`src/include/lc3b_cfg.svh`:
```
`ifndef LC3B_CFG_SVH
`define LC3B_CFG_SVH

// data and address width
`define LC3B_WORD_W 16

// eight architectural registers
`define LC3B_REG_W 3

// opcode field, top bits of the instruction word
`define LC3B_OPC_W 4

`endif
```
`src/logic/lc3b_types.sv`:
```
`default_nettype none
`include "lc3b_cfg.svh"

package lc3b_types;

    typedef logic [`LC3B_WORD_W-1:0] lc3b_word;
    typedef logic [`LC3B_REG_W-1:0]  lc3b_reg;
    typedef logic [2:0]              lc3b_nzp;

    // isa encodings, ldb/stb/jsr/rti are not handled here
    typedef enum logic [`LC3B_OPC_W-1:0]
    {
        op_br   = 4'b0000,
        op_add  = 4'b0001,
        op_and  = 4'b0101,
        op_ldr  = 4'b0110,
        op_str  = 4'b0111,
        op_not  = 4'b1001,
        op_ldi  = 4'b1010,
        op_sti  = 4'b1011,
        op_jmp  = 4'b1100,
        op_shf  = 4'b1101,
        op_lea  = 4'b1110,
        op_trap = 4'b1111
    } lc3b_opcode;

    typedef enum logic [2:0]
    {
        alu_add,
        alu_and,
        alu_not,
        alu_pass,
        alu_sll,
        alu_srl,
        alu_sra
    } lc3b_aluop;

    typedef struct packed
    {
        lc3b_opcode opcode;
        lc3b_aluop  aluop;
        logic       load_cc;
        logic       load_regfile;
        logic       branch_stall;
        logic       mem_read;
        logic       mem_write;
        logic       sr1_needed;
        logic       sr2_needed;
        logic       lshf_enable;
        logic [1:0] sr2mux_sel;     // sr2, imm5, imm4
        logic       addr1mux_sel;   // npc or sr1
        logic [1:0] addr2mux_sel;   // zero, off6, off9, off11
        logic       memaddrmux_sel; // adder or trap vector
    } lc3b_control_word;

endpackage : lc3b_types

`default_nettype wire

```
`src/logic/execute_unit.sv`:
```
`default_nettype none

module execute_unit import lc3b_types::*;
(
    input  logic             clk,
    input  logic             arst_n,

    input  lc3b_word         ir,
    input  lc3b_word         npc,
    input  lc3b_word         sr1,
    input  lc3b_word         sr2,
    input  lc3b_reg          sr1_reg,
    input  lc3b_reg          sr2_reg,
    input  lc3b_nzp          cc,       // decode supplies it, no consumer in this stage
    input  lc3b_reg          dr_in,
    input  logic             valid_in,
    input  lc3b_opcode       next_opcode,

    input  logic             mem_stall,
    output logic             mem_valid,
    output lc3b_control_word mem_cw,
    output lc3b_word         mem_address,
    output lc3b_word         mem_result,
    output lc3b_reg          mem_dr,
    output lc3b_word         mem_npc,

    output logic             lf_valid,
    output lc3b_reg          lf_dr,
    output lc3b_word         lf_result,

    output logic             ex_load_cc,
    output logic             ex_load_regfile,
    output logic             execute_br_stall,
    output logic             execute_indirect_stall,
    output logic             stall
);

    lc3b_control_word rom_cw;
    lc3b_control_word ex_cw;
    lc3b_word         ex_address;
    lc3b_word         ex_result;
    logic             leapfrog_load;
    logic             leapfrog_stall;
    logic             mem_load;

    control_rom rom
    (
        .ir(ir),
        .cw(rom_cw)
    );

    execute ex
    (
        .npc_in(npc),
        .ir_in(ir),
        .sr1(sr1),
        .sr2(sr2),
        .cw_in(rom_cw),
        .valid_in(valid_in),
        .next_opcode(next_opcode),
        .address(ex_address),
        .result(ex_result),
        .cw(ex_cw),
        .ex_load_cc(ex_load_cc),
        .ex_load_regfile(ex_load_regfile),
        .execute_br_stall(execute_br_stall),
        .execute_indirect_stall(execute_indirect_stall)
    );

    leapfrog_logic lf
    (
        .mem_stall(mem_stall),
        .valid_in(valid_in),
        .cw(ex_cw),
        .mem_dr(mem_dr),
        .sr1_reg(sr1_reg),
        .sr2_reg(sr2_reg),
        .mem_load(mem_load),
        .leapfrog_load(leapfrog_load),
        .leapfrog_stall(leapfrog_stall)
    );

    ex_mem_latch latch
    (
        .clk(clk),
        .arst_n(arst_n),
        .mem_stall(mem_stall),
        .valid_in(valid_in),
        .leapfrog_load(leapfrog_load),
        .cw(ex_cw),
        .address(ex_address),
        .result(ex_result),
        .npc_in(npc),
        .dr_in(dr_in),
        .mem_valid(mem_valid),
        .mem_cw(mem_cw),
        .mem_address(mem_address),
        .mem_result(mem_result),
        .mem_npc(mem_npc),
        .mem_dr(mem_dr),
        .mem_load(mem_load),
        .lf_valid(lf_valid),
        .lf_dr(lf_dr),
        .lf_result(lf_result)
    );

    assign stall = (mem_stall & leapfrog_stall) | execute_indirect_stall;

endmodule : execute_unit

`default_nettype wire

```
`src/logic/ex_mem_latch.sv`:
```
`default_nettype none
`include "lc3b_cfg.svh"

module ex_mem_latch import lc3b_types::*;
(
    input  logic             clk,
    input  logic             arst_n,
    input  logic             mem_stall,
    input  logic             valid_in,
    input  logic             leapfrog_load,
    input  lc3b_control_word cw,
    input  lc3b_word         address,
    input  lc3b_word         result,
    input  lc3b_word         npc_in,
    input  lc3b_reg          dr_in,
    output logic             mem_valid,
    output lc3b_control_word mem_cw,
    output lc3b_word         mem_address,
    output lc3b_word         mem_result,
    output lc3b_word         mem_npc,
    output lc3b_reg          mem_dr,
    output logic             mem_load,
    output logic             lf_valid,
    output lc3b_reg          lf_dr,
    output lc3b_word         lf_result
);

    always_ff @(posedge clk or negedge arst_n)
    begin
        if (!arst_n)
        begin
            mem_valid <= 1'b0;
            mem_cw    <= '0;
        end
        else if (!mem_stall)
        begin
            mem_valid <= valid_in; // bubble when nothing issued
            mem_cw    <= cw;
        end
    end

    always_ff @(posedge clk)
    begin
        if (!mem_stall)
        begin
            mem_address <= address;
            mem_result  <= result;
            mem_npc     <= npc_in;
            mem_dr      <= dr_in;
        end
    end

    // one entry retire slot, a pulse per capture
    always_ff @(posedge clk or negedge arst_n)
    begin
        if (!arst_n)
            lf_valid <= 1'b0;
        else
            lf_valid <= leapfrog_load;
    end

    always_ff @(posedge clk)
    begin
        if (leapfrog_load)
        begin
            lf_dr     <= dr_in;
            lf_result <= result;
        end
    end

    assign mem_load = mem_valid & mem_cw.mem_read;

endmodule : ex_mem_latch

`default_nettype wire

```
`src/logic/execute.sv`:
```
`default_nettype none
`include "lc3b_cfg.svh"

module execute import lc3b_types::*;
(
    input  lc3b_word         npc_in,
    input  lc3b_word         ir_in,
    input  lc3b_word         sr1,
    input  lc3b_word         sr2,
    input  lc3b_control_word cw_in,
    input  logic             valid_in,
    input  lc3b_opcode       next_opcode,
    output lc3b_word         address,
    output lc3b_word         result,
    output lc3b_control_word cw,
    output logic             ex_load_cc,
    output logic             ex_load_regfile,
    output logic             execute_br_stall,
    output logic             execute_indirect_stall
);

    // second access of ldi/sti goes through the loaded pointer
    localparam lc3b_control_word ldr_template = '{
        opcode: op_ldr,
        aluop: alu_pass,
        load_cc: 1'b1,
        load_regfile: 1'b1,
        mem_read: 1'b1,
        sr1_needed: 1'b1,
        addr1mux_sel: 1'b1,
        default: '0
    };

    localparam lc3b_control_word str_template = '{
        opcode: op_str,
        aluop: alu_pass,
        mem_write: 1'b1,
        sr1_needed: 1'b1,
        sr2_needed: 1'b1,
        addr1mux_sel: 1'b1,
        default: '0
    };

    lc3b_word base;
    lc3b_word offset;
    lc3b_word offset_adj;
    lc3b_word trap_vector;
    lc3b_word operand;
    lc3b_word alu_out;

    assign base = cw_in.addr1mux_sel ? sr1 : npc_in;

    always_comb
    begin
        case (cw_in.addr2mux_sel)
            2'b00:   offset = '0;
            2'b01:   offset = {{(`LC3B_WORD_W-6){ir_in[5]}}, ir_in[5:0]};
            2'b10:   offset = {{(`LC3B_WORD_W-9){ir_in[8]}}, ir_in[8:0]};
            default: offset = {{(`LC3B_WORD_W-11){ir_in[10]}}, ir_in[10:0]};
        endcase
    end

    assign offset_adj = cw_in.lshf_enable ? {offset[`LC3B_WORD_W-2:0], 1'b0} : offset;

    // trapvect8 zero extended, word aligned
    assign trap_vector = {{(`LC3B_WORD_W-9){1'b0}}, ir_in[7:0], 1'b0};

    assign address = cw_in.memaddrmux_sel ? trap_vector : base + offset_adj;

    always_comb
    begin
        case (cw_in.sr2mux_sel)
            2'b00:   operand = sr2;
            2'b01:   operand = {{(`LC3B_WORD_W-5){ir_in[4]}}, ir_in[4:0]};
            2'b10:   operand = {{(`LC3B_WORD_W-4){1'b0}}, ir_in[3:0]}; // shift amount
            default: operand = '0;
        endcase
    end

    lc3b_alu alu
    (
        .aluop(cw_in.aluop),
        .a(sr1),
        .b(operand),
        .f(alu_out)
    );

    assign result = (cw_in.opcode == op_lea) ? address : alu_out; // lea writes the ea

    assign execute_indirect_stall = (next_opcode == op_ldi) || (next_opcode == op_sti);

    always_comb
    begin
        if (next_opcode == op_ldi)
            cw = ldr_template;
        else if (next_opcode == op_sti)
            cw = str_template;
        else
            cw = cw_in;
    end

    assign ex_load_cc       = valid_in & cw_in.load_cc;
    assign ex_load_regfile  = valid_in & cw_in.load_regfile;
    assign execute_br_stall = valid_in & cw_in.branch_stall;

endmodule : execute

`default_nettype wire

```
`src/logic/leapfrog_logic.sv`:
```
`default_nettype none
`include "lc3b_cfg.svh"

module leapfrog_logic import lc3b_types::*;
(
    input  logic             mem_stall,
    input  logic             valid_in,
    input  lc3b_control_word cw,
    input  lc3b_reg          mem_dr,
    input  lc3b_reg          sr1_reg,
    input  lc3b_reg          sr2_reg,
    input  logic             mem_load,
    output logic             leapfrog_load,
    output logic             leapfrog_stall
);

    logic mem_access;
    logic cc_hazard;
    logic src_hazard;
    logic blocked;

    assign mem_access = cw.mem_read | cw.mem_write;

    // the older load would set cc after us
    assign cc_hazard = cw.load_cc & mem_load;

    assign src_hazard = mem_load & ((cw.sr1_needed & (sr1_reg == mem_dr)) |
                                    (cw.sr2_needed & (sr2_reg == mem_dr)));

    // without a destination there is nothing to retire early
    assign blocked = mem_access | cc_hazard | src_hazard | ~cw.load_regfile;

    assign leapfrog_stall = mem_stall & valid_in & blocked;
    assign leapfrog_load  = mem_stall & valid_in & ~blocked;

endmodule : leapfrog_logic

`default_nettype wire

```
`src/logic/lc3b_alu.sv`:
```
`default_nettype none
`include "lc3b_cfg.svh"

module lc3b_alu import lc3b_types::*;
(
    input  lc3b_aluop aluop,
    input  lc3b_word  a,
    input  lc3b_word  b,
    output lc3b_word  f
);

    logic [3:0] shamt;

    assign shamt = b[3:0];

    always_comb
    begin
        case (aluop)
            alu_add: f = a + b;
            alu_and: f = a & b;
            alu_not: f = ~a;
            alu_sll: f = a << shamt;
            alu_srl: f = a >> shamt;
            alu_sra: f = lc3b_word'($signed(a) >>> shamt); // sign fill
            default: f = a;
        endcase
    end

endmodule : lc3b_alu

`default_nettype wire

```
`src/logic/control_rom.sv`:
```
`default_nettype none
`include "lc3b_cfg.svh"

module control_rom import lc3b_types::*;
(
    input  lc3b_word         ir,
    output lc3b_control_word cw
);

    lc3b_opcode opc;

    assign opc = lc3b_opcode'(ir[`LC3B_WORD_W-1 -: `LC3B_OPC_W]);

    always_comb
    begin
        cw = '0;
        cw.opcode = opc;
        cw.aluop = alu_pass;

        case (opc)
            op_add, op_and:
            begin
                cw.aluop = (opc == op_add) ? alu_add : alu_and;
                cw.load_cc = 1'b1;
                cw.load_regfile = 1'b1;
                cw.sr1_needed = 1'b1;
                cw.sr2_needed = ~ir[5];
                cw.sr2mux_sel = ir[5] ? 2'b01 : 2'b00; // imm5 form
            end
            op_not:
            begin
                cw.aluop = alu_not;
                cw.load_cc = 1'b1;
                cw.load_regfile = 1'b1;
                cw.sr1_needed = 1'b1;
            end
            op_shf:
            begin
                // ir[4] picks direction, ir[5] arithmetic right
                if (!ir[4])
                    cw.aluop = alu_sll;
                else
                    cw.aluop = ir[5] ? alu_sra : alu_srl;
                cw.load_cc = 1'b1;
                cw.load_regfile = 1'b1;
                cw.sr1_needed = 1'b1;
                cw.sr2mux_sel = 2'b10;
            end
            op_br, op_lea:
            begin
                cw.branch_stall = (opc == op_br);
                cw.load_regfile = (opc == op_lea);
                cw.addr2mux_sel = 2'b10;
                cw.lshf_enable = 1'b1;
            end
            op_jmp:
            begin
                cw.branch_stall = 1'b1;
                cw.sr1_needed = 1'b1;
                cw.addr1mux_sel = 1'b1;
            end
            op_ldr, op_ldi, op_str, op_sti:
            begin
                // ldi and sti read the pointer first
                cw.mem_read = (opc != op_str);
                cw.mem_write = (opc == op_str);
                cw.load_cc = (opc == op_ldr) || (opc == op_ldi);
                cw.load_regfile = (opc == op_ldr) || (opc == op_ldi);
                cw.sr1_needed = 1'b1;
                cw.sr2_needed = (opc == op_str) || (opc == op_sti); // store data
                cw.addr1mux_sel = 1'b1;
                cw.addr2mux_sel = 2'b01;
                cw.lshf_enable = 1'b1;
            end
            op_trap:
            begin
                cw.mem_read = 1'b1;     // vector table lookup
                cw.load_regfile = 1'b1; // r7 gets npc
                cw.branch_stall = 1'b1;
                cw.memaddrmux_sel = 1'b1;
            end
            default:
            begin
                cw.aluop = alu_pass;
            end
        endcase
    end

endmodule : control_rom

`default_nettype wire

```
`config.mk`:
```
export PLATFORM = sky130hd
export DESIGN_NAME = execute_unit
export DESIGN_NICKNAME = d
export VERILOG_FILES = /design/src/logic/lc3b_types.sv /design/src/logic/execute_unit.sv /design/src/logic/ex_mem_latch.sv /design/src/logic/execute.sv /design/src/logic/leapfrog_logic.sv /design/src/logic/lc3b_alu.sv /design/src/logic/control_rom.sv
export VERILOG_INCLUDE_DIRS = /design/src /design/src/include
export SDC_FILE = /design/constraint.sdc
export NUM_CORES = 1
export LEC_CHECK = 0
export ABC_CLOCK_PERIOD_IN_PS = 2900
export BUFFER_PORTS_ARGS = -buffer_cell sky130_fd_sc_hd__buf_2
export CAP_MARGIN = 30
export CORE_MARGIN = 4
export CORE_UTILIZATION = 56
export DETAILED_ROUTE_END_ITERATION = 12
export HOLD_SLACK_MARGIN = 0.05
export PLACE_DENSITY = 0.9
export SLEW_MARGIN = 20
export SYNTH_ARGS = -nofsm -noshare
export SYNTH_HDL_FRONTEND = slang
export SYNTH_SLANG_ARGS = --single-unit
```
`constraint.sdc`:
```
create_clock -name clk -period 2.9 [get_ports clk]
set_clock_uncertainty 0.2 [all_clocks]
set_input_delay 0.145 -clock clk [delete_from_list [all_inputs] [get_ports clk]]
set_output_delay 0.145 -clock clk [all_outputs]
set_load 0.01 [all_outputs]
```
==> run_results.csv, run 1 <==
group,metric,value,unit
synth,synth_nets,993,
clocking,cts_root_buf,"clkbuf_16",
synth,synth_edf_count,70,
floorplanning,initial_core_util,57.9,%
status,lastStage,"global routing",
floorplanning,die_width,126,µm
clocking,clock-sinks,93,
placement,port_buffers,175,
clocking,htree_levels,3,
placement,place_congestion,1.09,
synth,yosysTopAreaCell,"edfxtp_1",
placement,place_hpwl,27000,µm
floorplanning,die-height,126,µm
synth,synth_top_area_share,27.0,%
floorplanning,placement_rows,42,
synth,netlist_instances,875,
clocking,cts_buffer_depth,2,
synth,netlist_area,0.00779,mm²
sta,worst_path_end_type,"register input",
synth,synthArstFlopShare,24.7,%
grt,overflow,113,
grt,grt_max_degree,50,
synth,ys.flop_type,"edfxtp_1",
synth,ys_ff_latch,93,
status,status,"did not finish",
synth,yosysWarnings,0,
synth,ys_types,76,
clocking,cts_made_buffers,9,
grt,track_usage,75.9,%
floorplanning,io_pins,182,
sta,worst_endpoint,"latch.lf_result[15]$_DFFE_PP_/D",
status,tool.error,"[ERROR GRT-0232] Routing congestion too high. Check the congestion heatmap in the GUI.",
synth,synth_seq_area_share,34.4,%
synth,synth_area_leaders,"edfxtp_1 27%, dfrtp_1 7.4%, ha_1 5.1%, o21ai_0 4.6%, a21oi_1 4.0%",
synth,syn_avg_cell_area,8.90,µm²
-- Yosys cell counts, drive strengths merged (12+ instances only) --
library cell / n
dfrtp: 23
and3: 14
o21ai: 73
buf: 19
nand3: 21
clkbuf: 42
xnor2: 22
nor2: 64
ha: 32
a21o: 26
mux2i: 25
edfxtp: 70
nand2: 80
nand2b: 14
mux2: 25
nor3: 30
inv: 18
a211oi: 26
a21oi: 62
a31oi: 12
-- through the flow --
stage | cell area (µm²) | setup slack (ns) | hold WS [ns] | TNS, ns | cells
3_3_place_gp | 10600 | -0.907 | -0.0616 | -26.81 | 1407
3_5_place_dp | 10600 | -1.02 | -0.0459 | -32.18 | 1407
4_1_cts | 11900 | -0.570 | 0.0775 | -9.05 | 1479
2_1_floorplan | 8060 | -0.639 | -0.351 | -14.19 | 875
-- per-layer routing --
metal	track usage [%]	GRT overflow
met1	75.9	1
met3	60.8	0
met5	22.0	0
met2	91.8	55
met4	77.6	57
-- logic make-up after synthesis --
kind of cell | share of synthesized area [%]
AOI/OAI and AO/OA | 26.1
and+or+nand+nor | 17.0
DFF | 34.4
buffers and inverters | 4.56
muxes | 8.77
adders and majority gates | 5.65
xor gates and xnor gates | 3.49
other | 0.0481
-- what timing repair did --
item                       in CTS
buffers inserted               32
resized for setup             117
hold buffers                   25
setup endpoints to repair      42
pin swaps                      59
hold endpoints to repair       55
==> inputs of run 2 (changes only) <==
CORE_UTILIZATION = 40   (was 56)
HOLD_SLACK_MARGIN = default   (was 0.05)
PLACE_DENSITY = default   (was 0.9)
PLACE_DENSITY_LB_ADDON = 0.15   (was default)
==> run_results.csv, run 2 <==
group,metric,value,unit
status,status,"finished with violations",
status,violations,"negative setup slack",
worst_setup_path,start_kind,"input port",
sta,finalCriticalPeriod,3.29,ns
floorplanning,core_area,0.0190,mm²
synth,synthArstFlopShare,24.7,%
finish,fin_util,64.2,%
pwr,power.leakage,5.42,nW
finish,fillerInstances,1635,
worst_setup_path,slowest_stage,"o31ai_4",
synth,synth_area_leaders,"edfxtp_1 27%, dfrtp_1 7.4%, ha_1 5.1%, o21ai_0 4.6%, a21oi_1 4.0%",
finish,ff_latch_area,0.00268,mm²
grt,antenna_found_initial,0,
finish,mostFrequentLayoutCells,"234 x buf_4, 172 x buf_2, 74 x nand2_1",
routing,drt_iter0_markers,720,
synth,yosysTopAreaCell,"edfxtp_1",
sta,max_freq,304,MHz
floorplanning,die-height,148,µm
finish,syn_to_final_growth,56.3,%
clocking,htree_levels,3,
finish,multi_input_area,0.00554,mm²
worst_setup_path,crit_path_end_kind,"flip-flop",
job,drv_cap,0,
synth,yosysWarnings,0,
worst_setup_path,path_class,"input port to flip-flop",
worst_setup_path,cp_max_fo,4,
worst_setup_path,crit_top_cell,"buf_6",
pwr,peakVddDrop,0.000273,V
placement,port_buffers,175,
routing,drc,0,
worst_setup_path,crit_start,"ir[13]",
synth,synth_edf_count,70,
sta,rsz0062_at_grt,"yes",
clocking,cts_buffer_depth,2,
routing,routed_via_density,5.72,
grt,grt_max_degree,39,
sta,fin_crit_sh,113,%
sta,finalSetupTns,-6.49,ns
floorplanning,placement_rows,50,
floorplanning,die_width,148,µm
grt,grt_first_pass_wirelength,50100,µm
pwr,power_density,409,mW/mm²
finish,final_layout_size_suffix_gt1_share,46.6,%
clocking,clock_latency,0.36,ns
sta,slew_headroom,58.5,%
clocking,cts_made_buffers,9,
sta,drv_slew,0,
placement,place_hpwl,25700,µm
synth,synth_nets,993,
clocking,tritoncts,"yes",
floorplanning,initial_core_util,41.1,%
finish,largest_reg_flops,21,
clocking,clock-sinks,93,
routing,wl_per_cell,21.7,µm
clocking,clkTransAtPathRegs,0.08,ns
sta,hold_viol,0,
synth,netlist_instances,875,
synth,yosysMostFrequentCell,"nand2_1",
worst_setup_path,required,2.89,ns
routing,routed_wl,33600,µm
placement,place_congestion,0.997,
floorplanning,io_pins,182,
grt,grt_pass1_vias,8615,
synth,synth_seq_area_share,34.4,%
floorplanning,fp.dieArea,0.0218,mm²
hold_path,hp-class,"input port to flip-flop",
finish,top_register,"latch.mem_cw",
synth,netlist_area,0.00779,mm²
worst_setup_path,timing.rr.end,"latch.lf_result[5]",
synth,synth_top_area_share,27.0,%
worst_setup_path,max_stage_delay,0.36,ns
synth,ys_types,76,
grt,overflow,0,
synth,synth_common_cells,"79 x nand2_1, 71 x o21ai_0, 70 x edfxtp_1",
finish,final_common_cell,"buf_4",
grt,track_usage,29.8,%
placement,place_ws,-0.967,ns
hold_path,hp-start,"ir[14]",
worst_setup_path,path_cells,"buf_8 -> buf_6 -> o31ai_4 -> buf_6 -> buf_8 -> mux2_4 -> ha_4 -> and2_4 -> a311o_1 -> or3_1 -> o21ai_2 -> buf_6 -> o21ai_4 -> xnor2_2 -> o21a_1 -> a31oi_1",
finish,final_nets,1403,
sta,tightest_slew,0.615,ns
worst_setup_path,cp.arrival,3.28,ns
sta,worst_slack,-0.391,ns
routing,detail_route.first_pass.iterations,5,
worst_setup_path,crit_end,"latch.lf_result[13]",
synth,ys.flop_type,"edfxtp_1",
routing,ant_nets,0,
sta,finalSetupViolations,27,
clocking,cts_root_buf,"clkbuf_16",
worst_setup_path,reg2reg_depth,6,
finish,diodes,0,
synth,ys_ff_latch,93,
synth,syn_avg_cell_area,8.90,µm²
routing,vias,8862,
worst_setup_path,reg2reg_setup_slack,0.78,ns
worst_setup_path,r2r-start,"latch.mem_dr[2]",
run 2: timing repair:
item                                    in CTS  in global routing
buffers inserted                            12                 23
hold buffers                                25                  0
resized for setup                           78                 79
endpoints found under the setup margin      35                 39
hold endpoints to repair                    50                  0
pin swaps                                   31                 62
run 2: critical path: cells and delay by family:
| family | cells | cell delay (ns) |
|---|---|---|
| compound gates | 6 | 1.33 |
| xor+xnor | 1 | 0.15 |
| fa+ha+maj | 1 | 0.22 |
| buf+inv | 5 | 0.66 |
| mux | 1 | 0.30 |
| simple gates | 2 | 0.47 |
run 2: how the worst min path moves through the flow:
stage,endpoint,slack [ns],cells past startpoint
final,latch.mem_cw[15],0.02,4
after global routing,latch.mem_cw[20],0.07,4
after CTS,latch.mem_cw[15],0.02,4
after detailed placement,latch.mem_cw[14],-0.05,1
after global placement,latch.mem_cw[19],-0.05,1
after floorplan,latch.lf_valid,-0.35,0
run 2: cells by family after synthesis:
family                     share of synthesized area, %
AOI/OAI and AO/OA                                  26.1
xor gates and xnor gates                           3.49
adders and majority gates                          5.65
buffers and inverters                              4.56
DFF                                                34.4
muxes                                              8.77
other                                            0.0481
and+or+nand+nor                                    17.0
run 2: report_power, final:
part | internal [mW] | switching [mW] | leakage (nW) | total [mW]
logic | 1.04 | 1.14 | 4.32 | 2.18
registers | 1.59 | 0.0372 | 0.959 | 1.63
clock network | 0.604 | 0.562 | 0.144 | 1.17
total | 3.23 | 1.74 | 5.42 | 4.97
run 2: area by class of cell:
type | instances | area share, %
multi-input cells | 700 | 45.5
inverters | 21 | 0.678
well taps | 260 | 2.67
clock inverters | 7 | 0.565
flip-flops and latches | 93 | 22.0
repair buffers | 460 | 26.8
clock buffers | 9 | 1.85
run 2: per-stage QoR:
step / hold slack (ns) / power, mW / cell area [µm²] / cells
global route: 0.0662 / 5.21 / 12200 / 1550
global placement: -0.0536 / 3.50 / 10700 / 1482
detailed placement: -0.0482 / 3.51 / 10700 / 1482
finish: 0.0246 / 4.97 / 12200 / 1550
CTS: 0.0151 / 4.81 / 11700 / 1535
floorplan: -0.351 / 2.65 / 8060 / 875
run 2: metal layers:
layer | GRT usage [%] | vias up | part of all wire [%]
li1 | - | 4150 | -
met1 | 40.0 | 4241 | 42
met2 | 47.6 | 405 | 47
met3 | 6.50 | 66 | 8.3
met4 | 11.0 | 0 | 3.4
met5 | 0 | - | 0
Note: power is estimated with default switching activity, not from simulation.
